--- config.mk ---
export PLATFORM = sky130hd
export DESIGN_NAME = core
export DESIGN_NICKNAME = d
export VERILOG_FILES = /design/src/source/cpu_pkg.sv /design/src/source/alu.sv /design/src/source/register_file.sv /design/src/source/instruction_decode.sv /design/src/source/core.sv
export SDC_FILE = /design/constraint.sdc
export NUM_CORES = 2
export LEC_CHECK = 0
export ABC_AREA = 1
export BUFFER_PORTS_ARGS = -buffer_cell sky130_fd_sc_hd__buf_2
export CORE_MARGIN = 2
export CORE_UTILIZATION = 50
export DETAILED_ROUTE_END_ITERATION = 12
export PLACE_DENSITY_LB_ADDON = 0.12
export SLEW_MARGIN = 20
export SYNTH_ARGS = -nofsm -noshare
export SYNTH_HDL_FRONTEND = slang
export SYNTH_HIERARCHICAL = 1
export SYNTH_SLANG_ARGS = --single-unit
export TNS_END_PERCENT = 100
--- constraint.sdc ---
create_clock -name clk -period 5.6 [get_ports clk]
set_clock_uncertainty 0.2 [all_clocks]
set_input_delay 0.84 -clock clk [delete_from_list [all_inputs] [get_ports clk]]
set_output_delay 0.84 -clock clk [all_outputs]
set_load 0.02 [all_outputs]
--- src/source/cpu_pkg.sv ---
package cpu_pkg;

    localparam int MEM_WORDS = 1024;
    localparam int MEM_AW = $clog2(MEM_WORDS); // word index width
    localparam logic [31:0] RESET_PC = 32'h0000_0000;

    // major opcodes of the kept subset
    localparam logic [6:0] OPC_OP     = 7'b0110011;
    localparam logic [6:0] OPC_OP_IMM = 7'b0010011;
    localparam logic [6:0] OPC_LUI    = 7'b0110111;
    localparam logic [6:0] OPC_AUIPC  = 7'b0010111;
    localparam logic [6:0] OPC_JAL    = 7'b1101111;
    localparam logic [6:0] OPC_JALR   = 7'b1100111;
    localparam logic [6:0] OPC_BRANCH = 7'b1100011;
    localparam logic [6:0] OPC_LOAD   = 7'b0000011;
    localparam logic [6:0] OPC_STORE  = 7'b0100011;

    typedef enum logic [5:0] {
        ST_IDLE      = 6'b000000, // only right after reset
        ST_FETCH     = 6'b000001,
        ST_DECODE    = 6'b000010,
        ST_READ      = 6'b000100,
        ST_EXECUTE   = 6'b001000,
        ST_MEMORY    = 6'b010000,
        ST_WRITEBACK = 6'b100000
    } stage_t;

    typedef enum logic [3:0] {
        ALU_ADD, ALU_SUB, ALU_AND, ALU_OR, ALU_XOR, ALU_SLL, ALU_SRL, ALU_SRA,
        ALU_SLT, ALU_SLTU, ALU_EQ, ALU_NE, ALU_LT, ALU_GE, ALU_LTU, ALU_GEU
    } alu_op_t;

    typedef enum logic [1:0] {WB_ALU, WB_IMM, WB_MEM, WB_PC4} wb_sel_t;
    typedef enum logic [1:0] {PC_PLUS4, PC_ALU, PC_IMM, PC_BRANCH} pc_sel_t;
    typedef enum logic [1:0] {SIZE_BYTE, SIZE_HALF, SIZE_WORD} mem_size_t; // matches funct3[1:0]

    typedef struct packed {
        logic [4:0] rs1;
        logic [4:0] rs2;
        logic [4:0] rd;
        logic       read_regs;
        logic       reg_write;
        alu_op_t    alu_op;
        logic       a_is_pc;
        logic       b_is_imm;
        logic       mem_access;
        logic       mem_write;
        mem_size_t  mem_size;
        logic       mem_unsigned;
        wb_sel_t    wb_sel;
        pc_sel_t    pc_sel;
    } ctrl_t;

    typedef struct packed {
        logic        en;
        logic        we;
        mem_size_t   size;
        logic        is_unsigned;
        logic [31:0] addr;  // byte address
        logic [31:0] wdata;
    } mem_req_t;

    typedef struct packed {
        logic [31:0] pc;
        logic [4:0]  rd;
        logic        rd_we;
        logic [31:0] value;
    } retire_t;

endpackage

--- src/source/alu.sv ---
`timescale 1ns/1ps

module alu (
    input  cpu_pkg::alu_op_t op,
    input  logic [31:0]      a,
    input  logic [31:0]      b,
    output logic [31:0]      result
);
    import cpu_pkg::*;

    logic [4:0] shamt;
    logic       lt_s;
    logic       lt_u;
    logic       eq;

    assign shamt = b[4:0];
    assign lt_s  = $signed(a) < $signed(b);
    assign lt_u  = a < b;
    assign eq    = a == b;

    always_comb begin
        case (op)
            ALU_ADD:  result = a + b;
            ALU_SUB:  result = a - b;
            ALU_AND:  result = a & b;
            ALU_OR:   result = a | b;
            ALU_XOR:  result = a ^ b;
            ALU_SLL:  result = a << shamt;
            ALU_SRL:  result = a >> shamt;
            ALU_SRA:  result = $unsigned($signed(a) >>> shamt);
            // compares and branch conditions land in bit 0
            ALU_SLT:  result = {31'd0, lt_s};
            ALU_SLTU: result = {31'd0, lt_u};
            ALU_EQ:   result = {31'd0, eq};
            ALU_NE:   result = {31'd0, !eq};
            ALU_LT:   result = {31'd0, lt_s};
            ALU_GE:   result = {31'd0, !lt_s};
            ALU_LTU:  result = {31'd0, lt_u};
            default:  result = {31'd0, !lt_u}; // geu
        endcase
    end

endmodule

--- src/source/register_file.sv ---
`timescale 1ns/1ps

module register_file (
    input  logic        clk,
    input  logic        reset,
    input  logic [4:0]  rs1,
    input  logic [4:0]  rs2,
    output logic [31:0] rdata1,
    output logic [31:0] rdata2,
    input  logic        we,
    input  logic [4:0]  rd,
    input  logic [31:0] wdata
);

    logic [31:0] regs [1:31]; // x0 has no storage

    always_ff @(posedge clk) begin
        if (reset) begin
            for (int i = 1; i < 32; i++) begin
                regs[i] <= '0;
            end
        end else if (we && rd != 5'd0) begin
            regs[rd] <= wdata;
        end
    end

    assign rdata1 = (rs1 == 5'd0) ? 32'd0 : regs[rs1];
    assign rdata2 = (rs2 == 5'd0) ? 32'd0 : regs[rs2];

endmodule

--- src/source/instruction_decode.sv ---
`timescale 1ns/1ps

module instruction_decode (
    input  logic [31:0]    instr,
    output cpu_pkg::ctrl_t ctrl,
    output logic [31:0]    imm,
    output logic           illegal
);
    import cpu_pkg::*;

    logic [6:0] opcode;
    logic [2:0] funct3;
    logic [6:0] funct7;

    assign opcode = instr[6:0];
    assign funct3 = instr[14:12];
    assign funct7 = instr[31:25];

    function automatic alu_op_t arith_op(input logic [2:0] f3, input logic alt);
        case (f3)
            3'b000:  return alt ? ALU_SUB : ALU_ADD;
            3'b001:  return ALU_SLL;
            3'b010:  return ALU_SLT;
            3'b011:  return ALU_SLTU;
            3'b100:  return ALU_XOR;
            3'b101:  return alt ? ALU_SRA : ALU_SRL;
            3'b110:  return ALU_OR;
            default: return ALU_AND;
        endcase
    endfunction

    function automatic alu_op_t branch_op(input logic [2:0] f3);
        case (f3)
            3'b000:  return ALU_EQ;
            3'b001:  return ALU_NE;
            3'b100:  return ALU_LT;
            3'b101:  return ALU_GE;
            3'b110:  return ALU_LTU;
            default: return ALU_GEU;
        endcase
    endfunction

    always_comb begin
        ctrl              = '0;
        ctrl.rs1          = instr[19:15];
        ctrl.rs2          = instr[24:20];
        ctrl.rd           = instr[11:7];
        ctrl.alu_op       = ALU_ADD;
        ctrl.wb_sel       = WB_ALU;
        ctrl.pc_sel       = PC_PLUS4;
        ctrl.mem_size     = mem_size_t'(funct3[1:0]);
        ctrl.mem_unsigned = funct3[2];
        imm               = {{20{instr[31]}}, instr[31:20]}; // I type unless overridden
        illegal           = 1'b0;
        case (opcode)
            OPC_OP: begin
                {ctrl.read_regs, ctrl.reg_write} = 2'b11;
                ctrl.alu_op = arith_op(funct3, funct7[5]);
                illegal = !(funct7 == 7'b0000000 ||
                            (funct7 == 7'b0100000 && (funct3 == 3'b000 || funct3 == 3'b101)));
            end
            OPC_OP_IMM: begin
                {ctrl.read_regs, ctrl.reg_write, ctrl.b_is_imm} = 3'b111;
                ctrl.alu_op = arith_op(funct3, funct3 == 3'b101 && funct7[5]);
                if (funct3 == 3'b001) illegal = funct7 != 7'b0000000;
                if (funct3 == 3'b101) illegal = funct7 != 7'b0000000 && funct7 != 7'b0100000;
            end
            OPC_LUI, OPC_AUIPC: begin
                {ctrl.reg_write, ctrl.a_is_pc, ctrl.b_is_imm} = 3'b111;
                imm = {instr[31:12], 12'b0};
                if (opcode == OPC_LUI) ctrl.wb_sel = WB_IMM;
            end
            OPC_JAL: begin
                ctrl.reg_write = 1'b1;
                ctrl.wb_sel = WB_PC4;
                ctrl.pc_sel = PC_IMM;
                imm = {{11{instr[31]}}, instr[31], instr[19:12], instr[20], instr[30:21], 1'b0};
            end
            OPC_JALR: begin
                {ctrl.read_regs, ctrl.reg_write, ctrl.b_is_imm} = 3'b111;
                ctrl.wb_sel = WB_PC4;
                ctrl.pc_sel = PC_ALU;
                illegal = funct3 != 3'b000;
            end
            OPC_BRANCH: begin
                ctrl.read_regs = 1'b1;
                ctrl.alu_op = branch_op(funct3);
                ctrl.pc_sel = PC_BRANCH;
                imm = {{19{instr[31]}}, instr[31], instr[7], instr[30:25], instr[11:8], 1'b0};
                illegal = funct3[2:1] == 2'b01;
            end
            OPC_LOAD: begin
                {ctrl.read_regs, ctrl.reg_write, ctrl.b_is_imm, ctrl.mem_access} = 4'b1111;
                ctrl.wb_sel = WB_MEM;
                illegal = funct3[1:0] == 2'b11 || funct3 == 3'b110; // no ld, lwu
            end
            OPC_STORE: begin
                {ctrl.read_regs, ctrl.b_is_imm, ctrl.mem_access, ctrl.mem_write} = 4'b1111;
                imm = {{20{instr[31]}}, instr[31:25], instr[11:7]};
                illegal = funct3[2] || funct3[1:0] == 2'b11;
            end
            default: illegal = 1'b1;
        endcase
    end

endmodule

--- src/source/core.sv ---
`timescale 1ns/1ps

module core (
    input  logic               clk,
    input  logic               reset,
    output cpu_pkg::mem_req_t  mem_req,
    input  logic [31:0]        mem_rdata,
    input  logic               mem_fault,
    output logic               retire_valid,
    output cpu_pkg::retire_t   retire,
    output logic               fault
);
    import cpu_pkg::*;

    stage_t      stage_q;
    logic [31:0] pc_q;
    logic [31:0] instr_q;
    logic [31:0] rs1_q;
    logic [31:0] rs2_q;
    logic [31:0] alu_q;
    logic        fault_q;
    ctrl_t       ctrl;
    logic [31:0] imm;
    logic        illegal;
    logic [31:0] instr_word;
    logic [31:0] rdata1;
    logic [31:0] rdata2;
    logic [31:0] alu_y;
    logic [31:0] pc_plus4;
    logic [31:0] pc_imm;
    logic [31:0] next_pc;
    logic [31:0] wb_value;
    logic        target_fault;
    logic        fault_set;

    // fetched word is only on the memory bus during decode
    assign instr_word = (stage_q == ST_DECODE) ? mem_rdata : instr_q;

    instruction_decode decode_module (.instr(instr_word), .ctrl(ctrl), .imm(imm), .illegal(illegal));

    register_file rf_module (
        .clk(clk), .reset(reset), .rs1(ctrl.rs1), .rs2(ctrl.rs2), .rdata1(rdata1), .rdata2(rdata2),
        .we(retire_valid && ctrl.reg_write), .rd(ctrl.rd), .wdata(wb_value)
    );

    alu alu_module (
        .op(ctrl.alu_op),
        .a(ctrl.a_is_pc ? pc_q : rs1_q),
        .b(ctrl.b_is_imm ? imm : rs2_q),
        .result(alu_y)
    );

    always_ff @(posedge clk) begin
        if (reset) begin
            stage_q <= ST_IDLE;
        end else if (!fault_q && !fault_set) begin
            case (stage_q)
                ST_IDLE:      stage_q <= ST_FETCH;
                ST_FETCH:     stage_q <= ST_DECODE;
                ST_DECODE:    stage_q <= ctrl.read_regs ? ST_READ : ST_EXECUTE;
                ST_READ:      stage_q <= ST_EXECUTE;
                ST_EXECUTE:   stage_q <= ctrl.mem_access ? ST_MEMORY : ST_WRITEBACK;
                ST_MEMORY:    stage_q <= ST_WRITEBACK;
                default:      stage_q <= ST_FETCH; // write back
            endcase
        end
    end

    always_ff @(posedge clk) begin
        if (stage_q == ST_DECODE) instr_q <= mem_rdata;
        if (stage_q == ST_READ) begin
            rs1_q <= rdata1;
            rs2_q <= rdata2;
        end
        if (stage_q == ST_EXECUTE) alu_q <= alu_y;
    end

    always_ff @(posedge clk) begin
        if (reset) begin
            pc_q    <= RESET_PC;
            fault_q <= 1'b0;
        end else begin
            if (retire_valid) pc_q <= next_pc;
            if (fault_set) fault_q <= 1'b1; // sticky until reset
        end
    end

    always_comb begin
        mem_req             = '0;
        mem_req.en          = !fault_q && (stage_q == ST_FETCH || stage_q == ST_MEMORY);
        mem_req.size        = SIZE_WORD;
        mem_req.addr        = pc_q;
        if (stage_q == ST_MEMORY) begin
            mem_req.we          = ctrl.mem_write;
            mem_req.size        = ctrl.mem_size;
            mem_req.is_unsigned = ctrl.mem_unsigned;
            mem_req.addr        = alu_q;
            mem_req.wdata       = rs2_q;
        end
    end

    assign pc_plus4 = pc_q + 32'd4;
    assign pc_imm   = pc_q + imm;

    always_comb begin
        case (ctrl.pc_sel)
            PC_ALU:    next_pc = alu_q; // jalr target taken as is, odd bits fault below
            PC_IMM:    next_pc = pc_imm;
            PC_BRANCH: next_pc = alu_q[0] ? pc_imm : pc_plus4;
            default:   next_pc = pc_plus4;
        endcase
        case (ctrl.wb_sel)
            WB_IMM:  wb_value = imm;
            WB_MEM:  wb_value = mem_rdata;
            WB_PC4:  wb_value = pc_plus4;
            default: wb_value = alu_q;
        endcase
    end

    assign target_fault = (stage_q == ST_WRITEBACK) && (next_pc[1:0] != 2'b00);
    assign fault_set    = !fault_q &&
                          (((stage_q == ST_DECODE) && illegal) || mem_fault || target_fault);

    assign retire_valid = (stage_q == ST_WRITEBACK) && !fault_q && !target_fault;
    assign retire       = '{pc: pc_q, rd: ctrl.rd, rd_we: ctrl.reg_write, value: wb_value};
    assign fault        = fault_q;

    // bad targets fault in write back before they reach fetch
    fetch_aligned: assert property (@(posedge clk) disable iff (reset)
        (stage_q == ST_FETCH) |-> (pc_q[1:0] == 2'b00));
    // memory only flags requests that the core actually makes
    fault_on_request: assert property (@(posedge clk) disable iff (reset)
        mem_fault |-> mem_req.en);

endmodule

# Word-level counts from Yosys, hierarchy flattened
# Memory sizes are Yosys's and may differ from the RTL's. A register that Yosys moved wholly into a read port is not among the register bits.
# Cells that the tools add are included.
[totals]
register_bits = 103
latch_bits = 0
ram_bits = 992
mem_bits_ro = 0
out_inout_bits = 141
wordCells = 149
n_memories = 1
[mem_list]
columns = ["name", "words", "width", "rd", "rd_ports_with_merged_regs", "write_ports", "line_no", "rtl"]
rows = [
  ["rf_module.regs", 31, 32, 2, 2, 31, "register_file.sv:15", "logic [31:0] regs [1:31];"],
]
[op_classes]
n_addsub = 4
n_mul = 0
n_div = 0
n_lt_le_gt_ge = 2
eq_ne = 46
shifts = 3
n_mux = 40
bitwise = 3
n_reduce_logical = 45
[op_table]
columns = ["cell", "n"]
rows = [
  ["32-bit one-hot mux with 13 select lines", 1],
  ["32-bit one-hot mux with 3 select lines", 2],
  ["32-bit two-way mux", 5],
  ["31-bit one-hot mux with 4 select lines", 1],
  ["68-bit two-way mux", 1],
  ["32-bit adder", 2],
  ["32-bit < comparator", 2],
  ["4-bit one-hot mux with 7 select lines", 2],
  ["32-bit by 3-bit adder with 32-bit output (second input constant)", 1],
  ["32-bit bitwise AND", 1],
  ["32-bit == test", 1],
  ["32-bit bitwise OR", 1],
  ["32-bit OR reduction", 1],
  ["32-bit by 5-bit left shift with 32-bit output", 1],
  ["32-bit by 5-bit >> shifter with 32-bit output", 1],
  ["32-bit by 5-bit >>> shifter with 32-bit output", 1],
  ["32-bit subtractor", 1],
  ["32-bit bitwise XOR", 1],
  ["6-bit one-hot mux with 5 select lines", 1],
  ["4-bit == test (second input constant)", 7],
  ["7-bit by 6-bit == test with 1-bit output (second input constant)", 4],
  ["7-bit == test (second input constant)", 3],
  ["1-bit two-way mux", 19],
  ["4-bit by 3-bit == test with 1-bit output (second input constant)", 4],
  ["38 further kinds", 79],
]

# Logic depth before layout (Yosys ltp)
[logic_depth]
word_depth = 19
depth_mapped = 37
mapped_depth_nobuf = 33

# Modules after synthesis
# The synthesis kept the hierarchy.
[modules_own_cells]
columns = ["module", "n_inst", "cells_each", "area_each_um2", "seq_area_each_um2"]
rows = [
  ["register_file", 1, 7249, 56511.7, 30749.5],
  ["core", 1, 1695, 11403.4, 4304.1],
  ["alu", 1, 1942, 9934.5, 0.0],
  ["instruction_decode", 1, 187, 960.9, 0.0],
]

# Worst setup path before layout
# OpenSTA, ideal clock, no wires.
[synth_path]
path_type = "reg-to-reg"
startpoint = "register stage_q[5]"
endpoint = "memory rf_module.regs[13][0], enable pin"
arrival_time_ps = 5160
t_required_ps = 5011
slack_ps = -149
path_stages_with_launch = 30
synth_period_minus_slack_ps = 5749
path_cell_list = "dfxtp_1 nor2_1 nand4_1 clkbuf_1 o21ai_0 inv_2 nand2_2 nor2_4 nand3_4 nand2_4 inv_6 nand2_4 o22ai_1 ha_1 inv_1 fa_1 inv_1 o21ai_1 nand3_1 nand2_1 nand3_2 buf_2 nor2_1 inv_1 nor2_1 nand2_1 nor3_4 nand2_1 buf_2 nand2_1"
[synth_lines]
columns = ["element", "line_no", "rtl"]
rows = [
  ["start, declared", "core.sv:15", "stage_t stage_q;"],
  ["start signal, assigned", "core.sv:60", "ST_DECODE: stage_q <= ctrl.read_regs ? ST_READ : ST_EXECUTE;"],
  ["start signal, assigned", "core.sv:62", "ST_EXECUTE: stage_q <= ctrl.mem_access ? ST_MEMORY : ST_WRITEBACK;"],
  ["end, declared", "register_file.sv:15", ""],
]

==> results.tsv <==
stage	metric	value	unit
outcome	run_status	finished clean	
floorplan	initial_core_util	50.4	%
cts	holdBufCountCts	0	
timing	achievable-frequency	184	MHz
timing	finalMaxSlewViolations	0	
floorplan	ios	176	
placement	gp_congestion	1.14	
timing	grt_setup_unrepaired	yes	
yosys	share_of_the_yosys_chip_area_belonging_to_registers	44.5	%
setup_path	worst_ep_required_time	4.56	ns
setup_path	cp-start-kind	flop	
power	p_leak	39.4	nW
cts	clk_transition_reported_paths	0.06	ns
placement	numPortBuffers	175	
cts	h-tree-depth	4	
yosys	synth_enable_flop_cells	1120	
cts	cts_tree	built	
power	vdd_drop_max	0.000709	V
yosys	synth.area.top_cells	sky130_fd_sc_hd__edfxtp_1 (43%), sky130_fd_sc_hd__nand2_1 (16%), sky130_fd_sc_hd__nor2_1 (10%)	
setup_path	crit_path_cell_trace	nor2_2 -> nand4_1 -> buf_4 -> buf_4 -> o21ai_1 -> buf_4 -> inv_2 -> nand2_2 -> nor2_4 -> nand2_1 -> o21ai_0 -> nor2_1 -> buf_4 -> inv_1 -> o21ai_0 -> buf_2	
yosys	asyncSetResetFlopFracSynth	0	%
floorplan	die_width	401	µm
cells_and_area	mostFrequentLayoutCell	sky130_fd_sc_hd__nand2_1	
setup_path	end_kind	output port	
yosys	postSynthAreaPerCell	7.12	µm²
grt	grt_antenna_before_repair	10	
setup_path	crit_path_top_delay_cell	sky130_fd_sc_hd__o21ai_0	
grt	grt_pass1_vias	75868	
routing	wl_per_cell	27.6	µm
cells_and_area	share_of_post_route_cells_with_drive_strength_above_1	10.5	%
yosys	yosys_warnings	6	
yosys	syn_inst	11073	
routing	total_number_of_vias	82865	
setup_path	crit_path_max_fanout	11	
setup_path	critPathMaxStageDelay	1.01	ns
cts	clockBufferDepth	3	
routing	drt_iter0_markers	13281	
power	cell_area_power_density	466	nW/µm²
placement	detailed_placement_hpwl	251000	µm
cts	cts_root_buffer	sky130_fd_sc_hd__clkbuf_16	
yosys	postSynth.topFlopCell	sky130_fd_sc_hd__edfxtp_1	
cells_and_area	leading_cell_types_in_the_layout_fill_and_taps_excluded	sky130_fd_sc_hd__nand2_1 (3303), sky130_fd_sc_hd__nor2_1 (2120), sky130_fd_sc_hd__nand3_1 (1345)	
cts	worstSkewPairLatency	0.82	ns
yosys	yosys.area.top_type	sky130_fd_sc_hd__edfxtp_1	
cells_and_area	final_nets	11351	
cts	cts.sink_count	1191	
routing	finalWirelength	369000	µm
timing	worst-slew-pin-transition	1.17	ns
yosys	synth_top_cell_area_share	42.7	%
routing	first_pass_iters	10	
grt	pin_count_of_the_biggest_net_entering_global_routing	142	
grt	groute.usage.overall	44.4	%
routing	route.detailed.vias_per_inst	6.21	
setup_path	crit_type	flop to output port	
floorplan	core_region_area	156000	µm²
yosys	synth-seq-cells	1191	
timing	fin_crit	5.43	ns
cells_and_area	area.growth.synth_to_final	12.8	%
timing	setup_viol	0	
timing	final_min_period_over_clock_period	97.0	%
setup_path	cp.buffers_inverters	7	
setup_path	timing.critical_path.mode_cell	sky130_fd_sc_hd__buf_4	
timing	max_transition_margin	21.1	%
cells_and_area	post-route-util	56.8	%
placement	pre_cts_slack	-0.331	ns
routing	final_antenna_net_count	0	
timing	setup_slack_after_layout	0.166	ns
floorplan	die_height	401	µm
yosys	synth.cell_area	78800	µm²
yosys	post_synth_num_cell_types	69	
min_path	hold_removal_path_class	primary input to flop	
grt	global_route_wire_length_before_repair	525000	µm
timing	hold_ws	0.140	ns
cts	cts_buffers	139	
run	drv_cap	0	
floorplan	placementRows	145	
setup_path	crit_arrival	4.39	ns
floorplan	die_footprint	161000	µm²
routing	drcViolationCount	0	
setup_path	crit_family	buffers and inverters	
timing	finalHoldViolations	0	
grt	grt_remaining_overflow	0	
[what timing repair did]
action | 4_1_cts | 5_1_grt
pin swaps | 1 | 4
setup buffers | 3 | 8
gates resized for setup | 7 | 27
endpoints found under the setup margin | 141 | 222
[cell type report]
| cell class | instances | area [µm²] |
|---|---|---|
| Fill cell | 14707 | 67500 |
| Antenna cell | 4 | 10.0 |
| Clock inverter | 75 | 636 |
| Tap cell | 2058 | 2570 |
| Sequential cell | 1191 | 35100 |
| Clock buffer | 176 | 3680 |
| Multi-Input combinational cell | 8457 | 38100 |
| Timing Repair Buffer | 730 | 6320 |
| Inverter | 658 | 2520 |
[per-stage QoR]
| step | std cells | power, W | cell area (µm²) | setup TNS, ns |
|---|---|---|---|---|
| 3_5_place_dp | 13083 | 0.0315 | 84400 | -1.27 |
| 2_1_floorplan | 11104 | 0.0232 | 79000 | 0 |
| 4_1_cts | 13337 | 0.0403 | 88700 | 0 |
| 6_report | 13349 | 0.0414 | 88900 | 0 |
| 5_1_grt | 13345 | 0.0428 | 88900 | -0.143 |
| 3_3_place_gp | 13083 | 0.0313 | 84400 | -1.58 |
[registers in the layout, indices dropped and copies added (netlist names)]
name,flops
alu_q,32
fault,1
instr_q,32
pc_q,32
rf_module/regs,1024
rs1_q,32
rs2_q,32
stage_q,6
[synth_stat cells, drive strengths merged (8+ instances only)]
master   number
o21a         14
ha          136
o2111ai      31
inv         653
a21oi       346
buf         414
xnor2        15
nand3b        9
o22ai        18
clkbuf      384
dfxtp        71
nand2      3376
edfxtp     1120
o21ai       727
a21o          9
o211ai       48
mux2         14
nor2       2151
a211oi        8
nor3         49
nand3      1353
or2          15
o21bai       15
xor2          8
nand4        43
[power by group]
group          internal (W)  switching (W)
clock               0.00495        0.00395
sequential           0.0103       0.000196
combinational       0.00576         0.0162
[path summary, 6_finish.rpt]
path | depth (start not counted) | to | slack (ns) | from
min reg2reg | 2 | instr_q[1]$_DFF_P_ | 0.28 | instr_q[1]$_DFF_P_
max reg2reg | 28 | alu_q[19]$_DFFE_PN_ | 0.20 | stage_q[3]$_SDFFE_PP0P_
max | 16 | retire[10] | 0.17 | stage_q[3]$_SDFFE_PP0P_
min | 3 | instr_q[1]$_DFF_P_ | 0.14 | mem_rdata[1]
[worst register-to-register path, delay by kind of cell, from the launching register on]
kind            cells  cell delay [ns]
compound gates      2             0.35
fa+ha+maj           1             0.50
buf+inv             7             1.44
flops               1             0.32
simple gates       18             2.36
[kinds of logic after synthesis]
| group | Yosys count | share of synthesized area (%) |
|---|---|---|
| simple gates | 7009 | 36.4 |
| buf+inv | 1456 | 7.80 |
| compound gates | 1236 | 8.59 |
| flops | 1191 | 44.5 |
| fa+ha+maj | 139 | 2.24 |
| xor+xnor | 23 | 0.256 |
| mux | 18 | 0.251 |
| other cells | 1 | 0.00476 |
[metal layers]
layer	track usage (%)	wire (µm)
met5	0	72
met4	26.9	26000
met3	12.8	51700
met2	65.9	157000
met1	57.3	134000
Power figures use the tool's default switching activity.
